==> src/logic/raster_settings.svh <==
// ####################
// screen size, pixel divider and AXI widths
// ####################

`ifndef RASTER_SETTINGS_SVH
`define RASTER_SETTINGS_SVH

// screen geometry in pixels and lines
`define RASTER_H_TOTAL 64
`define RASTER_V_TOTAL 40

// clocks per pixel enable
`define RASTER_PXL_DIV 2

// AXI4-Lite bus
`define RASTER_AXI_AW 4
`define RASTER_AXI_DW 32

`endif
==> src/logic/raster_pkg.sv <==
// ####################
// register map and counter types
// ####################

`include "raster_settings.svh"

package raster_pkg;

    localparam int CNT_W = 9;

    typedef logic [CNT_W-1:0] cnt_t;

    // byte offsets of the four register words
    typedef enum logic [`RASTER_AXI_AW-1:0] {
        REG_LINE0  = 'h0,
        REG_LINE1  = 'h4,
        REG_PIXEL  = 'h8,
        REG_STATUS = 'hC
    } reg_addr_e;

    localparam int LINE_EN_BIT = 15;
    localparam int PEND_BIT    = 31;

    typedef struct packed {
        logic en;
        cnt_t start;
    } counter_cfg_t;

    localparam counter_cfg_t CFG_RESET = '{en: 1'b0, start: '1};
    localparam logic [1:0]   RESP_OKAY = 2'b00;

endpackage

==> src/logic/video_pkg.sv <==
// ####################
// video timing types
// ####################

package video_pkg;

    localparam int POS_W = 9;

    // screen coordinate, wide enough for 512 pixels or lines
    typedef logic [POS_W-1:0] pos_t;

    // sync pulse placement, in pixels and lines
    localparam int HS_START = 48;
    localparam int HS_LEN   = 8;
    localparam int VS_START = 34;
    localparam int VS_LEN   = 3;

endpackage

==> src/logic/raster_top.sv <==
// ####################
// raster interrupt block top level
// ####################

`timescale 1ns/1ps

`include "raster_settings.svh"

module raster_top import raster_pkg::*, video_pkg::*; (
    input  logic                      clk,
    input  logic                      rst,
    input  logic                      awvalid,
    output logic                      awready,
    input  logic [`RASTER_AXI_AW-1:0] awaddr,
    input  logic                      wvalid,
    output logic                      wready,
    input  logic [`RASTER_AXI_DW-1:0] wdata,
    output logic                      bvalid,
    input  logic                      bready,
    output logic [1:0]                bresp,
    input  logic                      arvalid,
    output logic                      arready,
    input  logic [`RASTER_AXI_AW-1:0] araddr,
    output logic                      rvalid,
    input  logic                      rready,
    output logic [`RASTER_AXI_DW-1:0] rdata,
    output logic [1:0]                rresp,
    output logic                      irq,
    output logic                      hsync,
    output logic                      vsync
);

    logic         pxl_cen;
    logic         line_start;
    logic         frame_start;
    pos_t         vpos;
    counter_cfg_t line0_cfg;
    counter_cfg_t line1_cfg;
    cnt_t         pixel_start;
    logic         load0;
    logic         load1;
    logic         loadp;
    cnt_t         line0_cnt;
    cnt_t         line1_cnt;
    cnt_t         pixel_cnt;
    logic         zero_line0;
    logic         zero_line1;
    logic         zero_pixel;
    logic         pending;
    pos_t         event_line;
    logic         clear_pending;

    video_timing u_timing (
        .clk         (clk),
        .rst         (rst),
        .pxl_cen     (pxl_cen),
        .line_start  (line_start),
        .frame_start (frame_start),
        .hsync       (hsync),
        .vsync       (vsync),
        .hpos        (),
        .vpos        (vpos)
    );

    axil_raster_regs u_regs (
        .clk           (clk),
        .rst           (rst),
        .awvalid       (awvalid),
        .awready       (awready),
        .awaddr        (awaddr),
        .wvalid        (wvalid),
        .wready        (wready),
        .wdata         (wdata),
        .bvalid        (bvalid),
        .bready        (bready),
        .bresp         (bresp),
        .arvalid       (arvalid),
        .arready       (arready),
        .araddr        (araddr),
        .rvalid        (rvalid),
        .rready        (rready),
        .rdata         (rdata),
        .rresp         (rresp),
        .line0_cfg     (line0_cfg),
        .line1_cfg     (line1_cfg),
        .pixel_start   (pixel_start),
        .load0         (load0),
        .load1         (load1),
        .loadp         (loadp),
        .line0_cnt     (line0_cnt),
        .line1_cnt     (line1_cnt),
        .pixel_cnt     (pixel_cnt),
        .pending       (pending),
        .event_line    (event_line),
        .clear_pending (clear_pending)
    );

    line_counter u_line0 (
        .clk         (clk),
        .rst         (rst),
        .pxl_cen     (pxl_cen),
        .frame_start (frame_start),
        .line_start  (line_start),
        .load        (load0),
        .cfg         (line0_cfg),
        .count       (line0_cnt),
        .zero        (zero_line0)
    );

    line_counter u_line1 (
        .clk         (clk),
        .rst         (rst),
        .pxl_cen     (pxl_cen),
        .frame_start (frame_start),
        .line_start  (line_start),
        .load        (load1),
        .cfg         (line1_cfg),
        .count       (line1_cnt),
        .zero        (zero_line1)
    );

    pixel_counter u_pixel (
        .clk        (clk),
        .rst        (rst),
        .pxl_cen    (pxl_cen),
        .line_start (line_start),
        .load       (loadp),
        .start      (pixel_start),
        .count      (pixel_cnt),
        .zero       (zero_pixel)
    );

    raster_irq u_irq (
        .clk           (clk),
        .rst           (rst),
        .zero_line0    (zero_line0),
        .zero_line1    (zero_line1),
        .zero_pixel    (zero_pixel),
        .clear_pending (clear_pending),
        .vpos          (vpos),
        .pending       (pending),
        .irq           (irq),
        .event_line    (event_line)
    );

endmodule

==> src/logic/raster_irq.sv <==
// ####################
// raster event, sticky pending flag and event line
// ####################

`timescale 1ns/1ps

module raster_irq import video_pkg::*; (
    input  logic clk,
    input  logic rst,
    input  logic zero_line0,
    input  logic zero_line1,
    input  logic zero_pixel,
    input  logic clear_pending,
    input  pos_t vpos,
    output logic pending,
    output logic irq,
    output pos_t event_line
);

    logic event_q;
    logic event_d;
    logic event_rise;

    assign event_rise = event_q && !event_d;

    always_ff @(posedge clk or posedge rst) begin
        if (rst) begin
            event_q    <= 1'b0;
            event_d    <= 1'b0;
            pending    <= 1'b0;
            event_line <= '0;
        end else begin
            event_q <= zero_pixel && (zero_line0 || zero_line1);
            event_d <= event_q;
            if (event_rise) begin
                pending    <= 1'b1;     // wins over a clear in the same cycle
                event_line <= vpos;
            end else if (clear_pending) begin
                pending <= 1'b0;
            end
        end
    end

    assign irq = pending;

endmodule

==> src/logic/pixel_counter.sv <==
// ####################
// pixel pair down-counter
// ####################

`timescale 1ns/1ps

module pixel_counter import raster_pkg::*; (
    input  logic clk,
    input  logic rst,
    input  logic pxl_cen,
    input  logic line_start,
    input  logic load,
    input  cnt_t start,
    output cnt_t count,
    output logic zero
);

    logic [CNT_W-2:0] pairs;    // counts in units of two pixels
    logic             half;     // second pixel of the pair

    always_ff @(posedge clk or posedge rst) begin
        if (rst) begin
            pairs <= '1;
            half  <= 1'b0;
            zero  <= 1'b0;
        end else begin
            zero <= (pairs == '0);
            if (load || line_start) begin
                pairs <= start[CNT_W-1:1];
                half  <= 1'b0;
            end else if (pxl_cen) begin
                half <= ~half;
                if (half)
                    pairs <= pairs - 1'b1;
            end
        end
    end

    // low bit follows the pixel phase, odd start flips it
    assign count = {pairs, start[0] ^ half};

endmodule

==> src/logic/line_counter.sv <==
// ####################
// programmable line down-counter
// ####################

`timescale 1ns/1ps

module line_counter import raster_pkg::*; (
    input  logic         clk,
    input  logic         rst,
    input  logic         pxl_cen,
    input  logic         frame_start,
    input  logic         line_start,
    input  logic         load,
    input  counter_cfg_t cfg,
    output cnt_t         count,
    output logic         zero
);

    cnt_t cnt;
    logic restart;
    logic step;

    assign restart = pxl_cen && frame_start;
    assign step    = pxl_cen && line_start;

    // a disabled counter keeps reloading, so it always shows the start value
    always_ff @(posedge clk or posedge rst) begin
        if (rst) begin
            cnt  <= '1;
            zero <= 1'b0;
        end else begin
            zero <= (cnt == '0);
            if (load || restart || !cfg.en)
                cnt <= cfg.start;
            else if (step)
                cnt <= cnt - 1'b1;  // one per line
        end
    end

    assign count = cnt;

endmodule

==> src/logic/axil_raster_regs.sv <==
// ####################
// AXI4-Lite slave with counter setup and status
// ####################

`timescale 1ns/1ps

`include "raster_settings.svh"

module axil_raster_regs import raster_pkg::*, video_pkg::*; (
    input  logic                      clk,
    input  logic                      rst,
    input  logic                      awvalid,
    output logic                      awready,
    input  logic [`RASTER_AXI_AW-1:0] awaddr,
    input  logic                      wvalid,
    output logic                      wready,
    input  logic [`RASTER_AXI_DW-1:0] wdata,
    output logic                      bvalid,
    input  logic                      bready,
    output logic [1:0]                bresp,
    input  logic                      arvalid,
    output logic                      arready,
    input  logic [`RASTER_AXI_AW-1:0] araddr,
    output logic                      rvalid,
    input  logic                      rready,
    output logic [`RASTER_AXI_DW-1:0] rdata,
    output logic [1:0]                rresp,
    output counter_cfg_t              line0_cfg,
    output counter_cfg_t              line1_cfg,
    output cnt_t                      pixel_start,
    output logic                      load0,
    output logic                      load1,
    output logic                      loadp,
    input  cnt_t                      line0_cnt,
    input  cnt_t                      line1_cnt,
    input  cnt_t                      pixel_cnt,
    input  logic                      pending,
    input  pos_t                      event_line,
    output logic                      clear_pending
);

    logic                      wr_take;   // both channels waiting, no response open
    logic                      wr_en;
    logic                      rd_en;
    logic [`RASTER_AXI_DW-1:0] rd_word;

    assign wr_take = awvalid && wvalid && !awready && !bvalid;
    assign wr_en   = awready && awvalid && wvalid;
    assign rd_en   = arready && arvalid;

    assign bresp = RESP_OKAY;
    assign rresp = RESP_OKAY;

    always_ff @(posedge clk or posedge rst) begin
        if (rst) begin
            awready       <= 1'b0;
            wready        <= 1'b0;
            bvalid        <= 1'b0;
            arready       <= 1'b0;
            rvalid        <= 1'b0;
            line0_cfg     <= CFG_RESET;
            line1_cfg     <= CFG_RESET;
            pixel_start   <= '1;
            load0         <= 1'b0;
            load1         <= 1'b0;
            loadp         <= 1'b0;
            clear_pending <= 1'b0;
        end else begin
            awready       <= wr_take;
            wready        <= wr_take;
            load0         <= 1'b0;
            load1         <= 1'b0;
            loadp         <= 1'b0;
            clear_pending <= 1'b0;
            if (wr_en) begin
                bvalid <= 1'b1;
                case (awaddr)
                    REG_LINE0: begin
                        line0_cfg <= {wdata[LINE_EN_BIT], wdata[CNT_W-1:0]};
                        load0     <= 1'b1;
                    end
                    REG_LINE1: begin
                        line1_cfg <= {wdata[LINE_EN_BIT], wdata[CNT_W-1:0]};
                        load1     <= 1'b1;
                    end
                    REG_PIXEL: begin
                        pixel_start <= wdata[CNT_W-1:0];
                        loadp       <= 1'b1;
                    end
                    REG_STATUS: clear_pending <= wdata[PEND_BIT];   // write 1 to clear
                    default: ;                                      // unmapped, dropped
                endcase
            end else if (bready) begin
                bvalid <= 1'b0;
            end
            arready <= arvalid && !arready && !rvalid;
            if (rd_en)
                rvalid <= 1'b1;
            else if (rready)
                rvalid <= 1'b0;
        end
    end

    // read-back mux, live counts
    always_comb begin
        rd_word = '0;
        case (araddr)
            REG_LINE0: begin
                rd_word[LINE_EN_BIT] = line0_cfg.en;
                rd_word[CNT_W-1:0]   = line0_cnt;
            end
            REG_LINE1: begin
                rd_word[LINE_EN_BIT] = line1_cfg.en;
                rd_word[CNT_W-1:0]   = line1_cnt;
            end
            REG_PIXEL: rd_word[CNT_W-1:0] = pixel_cnt;
            REG_STATUS: begin
                rd_word[PEND_BIT]  = pending;
                rd_word[POS_W-1:0] = event_line;
            end
            default: ;
        endcase
    end

    always_ff @(posedge clk) begin
        if (rd_en)
            rdata <= rd_word;   // held until rready
    end

endmodule

==> src/logic/video_timing.sv <==
// ####################
// pixel enable, screen position, line/frame strobes and sync
// ####################

`timescale 1ns/1ps

`include "raster_settings.svh"

module video_timing import video_pkg::*; (
    input  logic clk,
    input  logic rst,
    output logic pxl_cen,
    output logic line_start,
    output logic frame_start,
    output logic hsync,
    output logic vsync,
    output pos_t hpos,
    output pos_t vpos
);

    localparam int DIV     = `RASTER_PXL_DIV;
    localparam int H_TOTAL = `RASTER_H_TOTAL;
    localparam int V_TOTAL = `RASTER_V_TOTAL;

    logic [3:0] div_cnt;    // divider up to 16

    assign pxl_cen = (div_cnt == 4'(DIV - 1));

    always_ff @(posedge clk or posedge rst) begin
        if (rst) begin
            div_cnt <= '0;
        end else if (pxl_cen) begin
            div_cnt <= '0;
        end else begin
            div_cnt <= div_cnt + 4'd1;
        end
    end

    // position advances once per pixel
    always_ff @(posedge clk or posedge rst) begin
        if (rst) begin
            hpos <= '0;
            vpos <= '0;
        end else if (pxl_cen) begin
            if (hpos == pos_t'(H_TOTAL - 1)) begin
                hpos <= '0;
                if (vpos == pos_t'(V_TOTAL - 1))
                    vpos <= '0;
                else
                    vpos <= vpos + 1'b1;
            end else begin
                hpos <= hpos + 1'b1;
            end
        end
    end

    assign line_start  = pxl_cen && hpos == '0;
    assign frame_start = line_start && vpos == '0;   // first pixel of line 0

    assign hsync = hpos >= pos_t'(HS_START) && hpos < pos_t'(HS_START + HS_LEN);
    assign vsync = vpos >= pos_t'(VS_START) && vpos < pos_t'(VS_START + VS_LEN);

endmodule

==> config.mk <==
export PLATFORM = sky130hd
export DESIGN_NAME = raster_top
export DESIGN_NICKNAME = d
export VERILOG_FILES = /design/src/logic/raster_pkg.sv /design/src/logic/video_pkg.sv /design/src/logic/raster_top.sv /design/src/logic/raster_irq.sv /design/src/logic/pixel_counter.sv /design/src/logic/line_counter.sv /design/src/logic/axil_raster_regs.sv /design/src/logic/video_timing.sv
export VERILOG_INCLUDE_DIRS = /design/src /design/src/logic
export SDC_FILE = /design/constraint.sdc
export NUM_CORES = 1
export LEC_CHECK = 0
export BUFFER_PORTS_ARGS = -buffer_cell sky130_fd_sc_hd__buf_2
export CELL_PAD_IN_SITES_DETAIL_PLACEMENT = 1
export CELL_PAD_IN_SITES_GLOBAL_PLACEMENT = 1
export CORE_AREA = 2 2 111 113
export DETAILED_ROUTE_END_ITERATION = 10
export DIE_AREA = 0 0 113 115
export PLACE_DENSITY = 0.95
export SLEW_MARGIN = 10
export SYNTH_ARGS = -nofsm -noshare
export SYNTH_HDL_FRONTEND = slang
export SYNTH_SLANG_ARGS = --single-unit
==> constraint.sdc <==
create_clock -name clk -period 6.6 [get_ports clk]
set_clock_uncertainty 0.2 [all_clocks]
set_input_delay 1.32 -clock clk [delete_from_list [all_inputs] [get_ports clk]]
set_output_delay 1.32 -clock clk [all_outputs]
set_load 0.05 [all_outputs]
==> metrics.md <==
| Metric | Value |
|---|---|
| Status | finished with violations |
| Failing checks | DRC |
| Die area | 13000 um^2 |
| RSZ-0062 raised after global routing | no |
| CP endpoint kind | primary output |
| Drt initial violations | 302 |
| Final Hold Viols | 0 |
| Tmin final | 3.53 ns |
| Cell taking the most area after synthesis | dfstp_2 |
| Number of synthesized flops with an enable pin | 11 |
| Unique cell type count in the Yosys netlist | 56 |
| Total GRT Usage | 23.6% |
| Placed cells | 679 |
| # rows | 40 |
| Clock sink count | 112 |
| Main flop type after synthesis | dfstp_2 |
| Fillers | 1285 |
| 1st-pass router iterations | 8 |
| Setup crit start | u_timing.vpos[3] |
| Mapped cell area | 5570 um^2 |
| CTS Buf Count | 9 |
| Starting Density | 47.1% |
| Routability cong. | 0.886 |
| Vias/cell | 6.10 |
| Crit path DAT | 2.01 ns |
| Max Clk Rate | 284 MHz |
| Slew headroom | 26.3% |
| Part of the Yosys area used for sequential elements | 52.5% |
| Top post-synthesis cells by area | dfstp_2 (25%), dfrtp_1 (22%), mux2_2 (8.3%) |
| Synth Area per Inst | 11.0 um^2 |
| Yosys warning count | 0 |
| Max Buffers Root-to-Sink | 2 |
| Share of synthesized flip-flops with an asynchronous set or reset | 90.2% |
| DP HPWL | 10500 um |
| FF+latch count, synth | 112 |
| HP Start | u_irq.event_q |
| Critical path required time | 5.08 ns |
| MaxCap Viol Count | 0 |
| Clk Latency, worst-skew pair | 0.35 ns |
| Type of origin of the critical path | flip-flop |
| Reg2reg start | u_timing.div_cnt[1] |
| Drt drc | 10 |
| Tcrit/Tclk final | 53.4% |
| Synth top area share | 25.0% |
| CTS Hold Bufs | 0 |
| CP top delay family | simple AND/OR/NAND/NOR gates |
| WL per Instance | 21.5 um |
| Clock Tree Root | clkbuf_16 |
| Routed vias | 4238 |
| Leak | 0.00265 uW |
| Psw | 509 uW |
| Ratio of cells with drive above 1 in the final layout | 31.2% |
| Number of global-route vias before repair | 4348 |
| Max-slew violations | 0 |
| Chip Height | 115 um |
| ANT cells | 0 |
| Port Buffers | 44 |
| Initial antenna violation count | 0 |
| Post_cts resized | 0 |
| Cells along the critical path | or4b_1 -> nor4_1 -> buf_2 |
| Syn Inst Count | 505 |
| Total negative slack | 0 ns |
| Combinational share of power | 16.1% |
| Pre-CTS WS | 3.41 ns |
| Switching Share | 30.1% |
| Seq pwr share | 51.0% |
| First-pass GRT wire length | 23700 um |
| Total power | 1690 uW |
| Slowest-stage cell, CP | or4b_1 |
| Setup Buffers After CTS | 0 |
| Grt total ovfl | 0 |
| CP Class | reg2out |
| Routed Antenna Nets | 0 |
| Largest net degree at the start of global routing | 61 |
| Drt total wl | 15000 um |
| TritonCTS clock tree | done |
| Most frequent cells in the layout | dfstp_2 (53), dfrtp_1 (48), buf_2 (44), mux2_2 (41), nor2_1 (39) |
| Internal | 1180 uW |
| Worst-margin pin slew | 1.10 ns |
| H-tree levels | 3 |
| Fin nets | 598 |
| Area growth syn-to-layout | 9.75% |
| Hold crit path type | reg2reg |
| Max Fanout on Critical Path | 9 |
| Final core utilization | 51.7% |
| # IOs | 91 |
| Clock power frac | 32.9% |
| Clock transition at path regs | 0.08 ns |
| Commonest non-fill, non-tap cell in the layout | dfstp_2 |
| Worst Slack Setup Final | 3.07 ns |
| Peak VDD IR | 0.131 mV |
| Core area | 11800 um^2 |
| Finished Layout Cells | 695 |
| Die width | 113 um |
| Endpoints failing setup | 0 |
| Buffer and inverter count on the worst path | 1 |
| Max incr delay on CP | 0.60 ns |
| Power Density | 277 nW/um^2 |
[power groups by stage]
stage,Combinational [uW],Clock (uW),Sequential [uW]
6_report,273,556,863
5_1_grt,294,590,866
4_1_cts,271,561,857
3_5_place_dp,264,0,867
3_3_place_gp,243,0,857
2_1_floorplan,197,0,854
[cell usage after synthesis, drive strengths merged (10+ instances only)]
cell type  count
nor2          39
a21oi         21
o21ai         25
dfrtp         48
nand3         28
inv           17
mux2          41
edfxtp        11
nand2         36
buf           34
xnor2         13
dfstp         53
a22o          10
clkbuf        10
[metrics by stage]
step	cell area, um^2	hold slack [ns]
2_1_floorplan	5660	0.147
3_3_place_gp	5810	0.155
3_5_place_dp	5810	0.173
4_1_cts	6110	0.196
5_1_grt	6110	0.205
6_report	6110	0.199
[logic make-up after synthesis]
kind of cell / after synthesis / synth area share, %
adder cells (fa/ha/maj): 8 / 1.80
XOR/XNOR: 16 / 2.52
other: 1 / 0.0674
multiplexers: 41 / 8.29
AND/OR/NAND/NOR: 169 / 17.0
AO/OA/AOI/OAI: 97 / 11.7
buffers and inverters: 61 / 6.11
flip-flops: 112 / 52.5
[registers in the layout, summed over array words and instances, names as in the netlist, 4 cells and up]
signal and cells:
u_irq.event_line 9, u_regs.line0_cfg 10, u_timing.hpos 9, u_timing.div_cnt 4, u_pixel.pairs 8, u_regs.rdata 11
u_line1.count 9, u_regs.line1_cfg 10, u_timing.vpos 9, u_line0.count 9, u_regs.pixel_start 9
[worst paths after layout]
path	cells after the start	endpoint	slack (ns)
setup / recovery	3	vsync	3.07
hold / removal	0	u_irq.event_d	0.20
setup reg to reg	5	u_line1.count[5]	3.34
hold reg to reg	0	u_irq.event_d	0.20
max in group asynchronous	3	u_line0.count[0]	4.09
min in group asynchronous	2	u_timing.div_cnt[2]	0.99
[metal layers]
| metal | vias up | part of all wire [%] | global-route usage (%) |
|---|---|---|---|
| met2 | 200 | 50 | 39.9 |
| met4 | 0 | 2.7 | 8.70 |
| met5 | - | 0 | 0 |
| met3 | 38 | 6.7 | 5.11 |
| li1 | 1857 | - | - |
| met1 | 2143 | 41 | 30.1 |
[layout make-up]
type,count,area (um^2),area share (%)
Inverter,17,65.1,1.06
Tap cell,147,184,3.01
Timing Repair Buffer,47,243,3.97
Clock buffer,13,282,4.61
Clock inverter,3,20.0,0.328
Multi-Input combinational cell,356,2390,39.2
Sequential cell,112,2920,47.9
[worst reg2reg max path, delay by kind of cell (launching register included)]
kind	cells	cell delay, ns
AO/OA/AOI/OAI	1	0.33
AND/OR/NAND/NOR	4	2.17
flip-flops	1	0.44
Power figures use the tool's default switching activity.
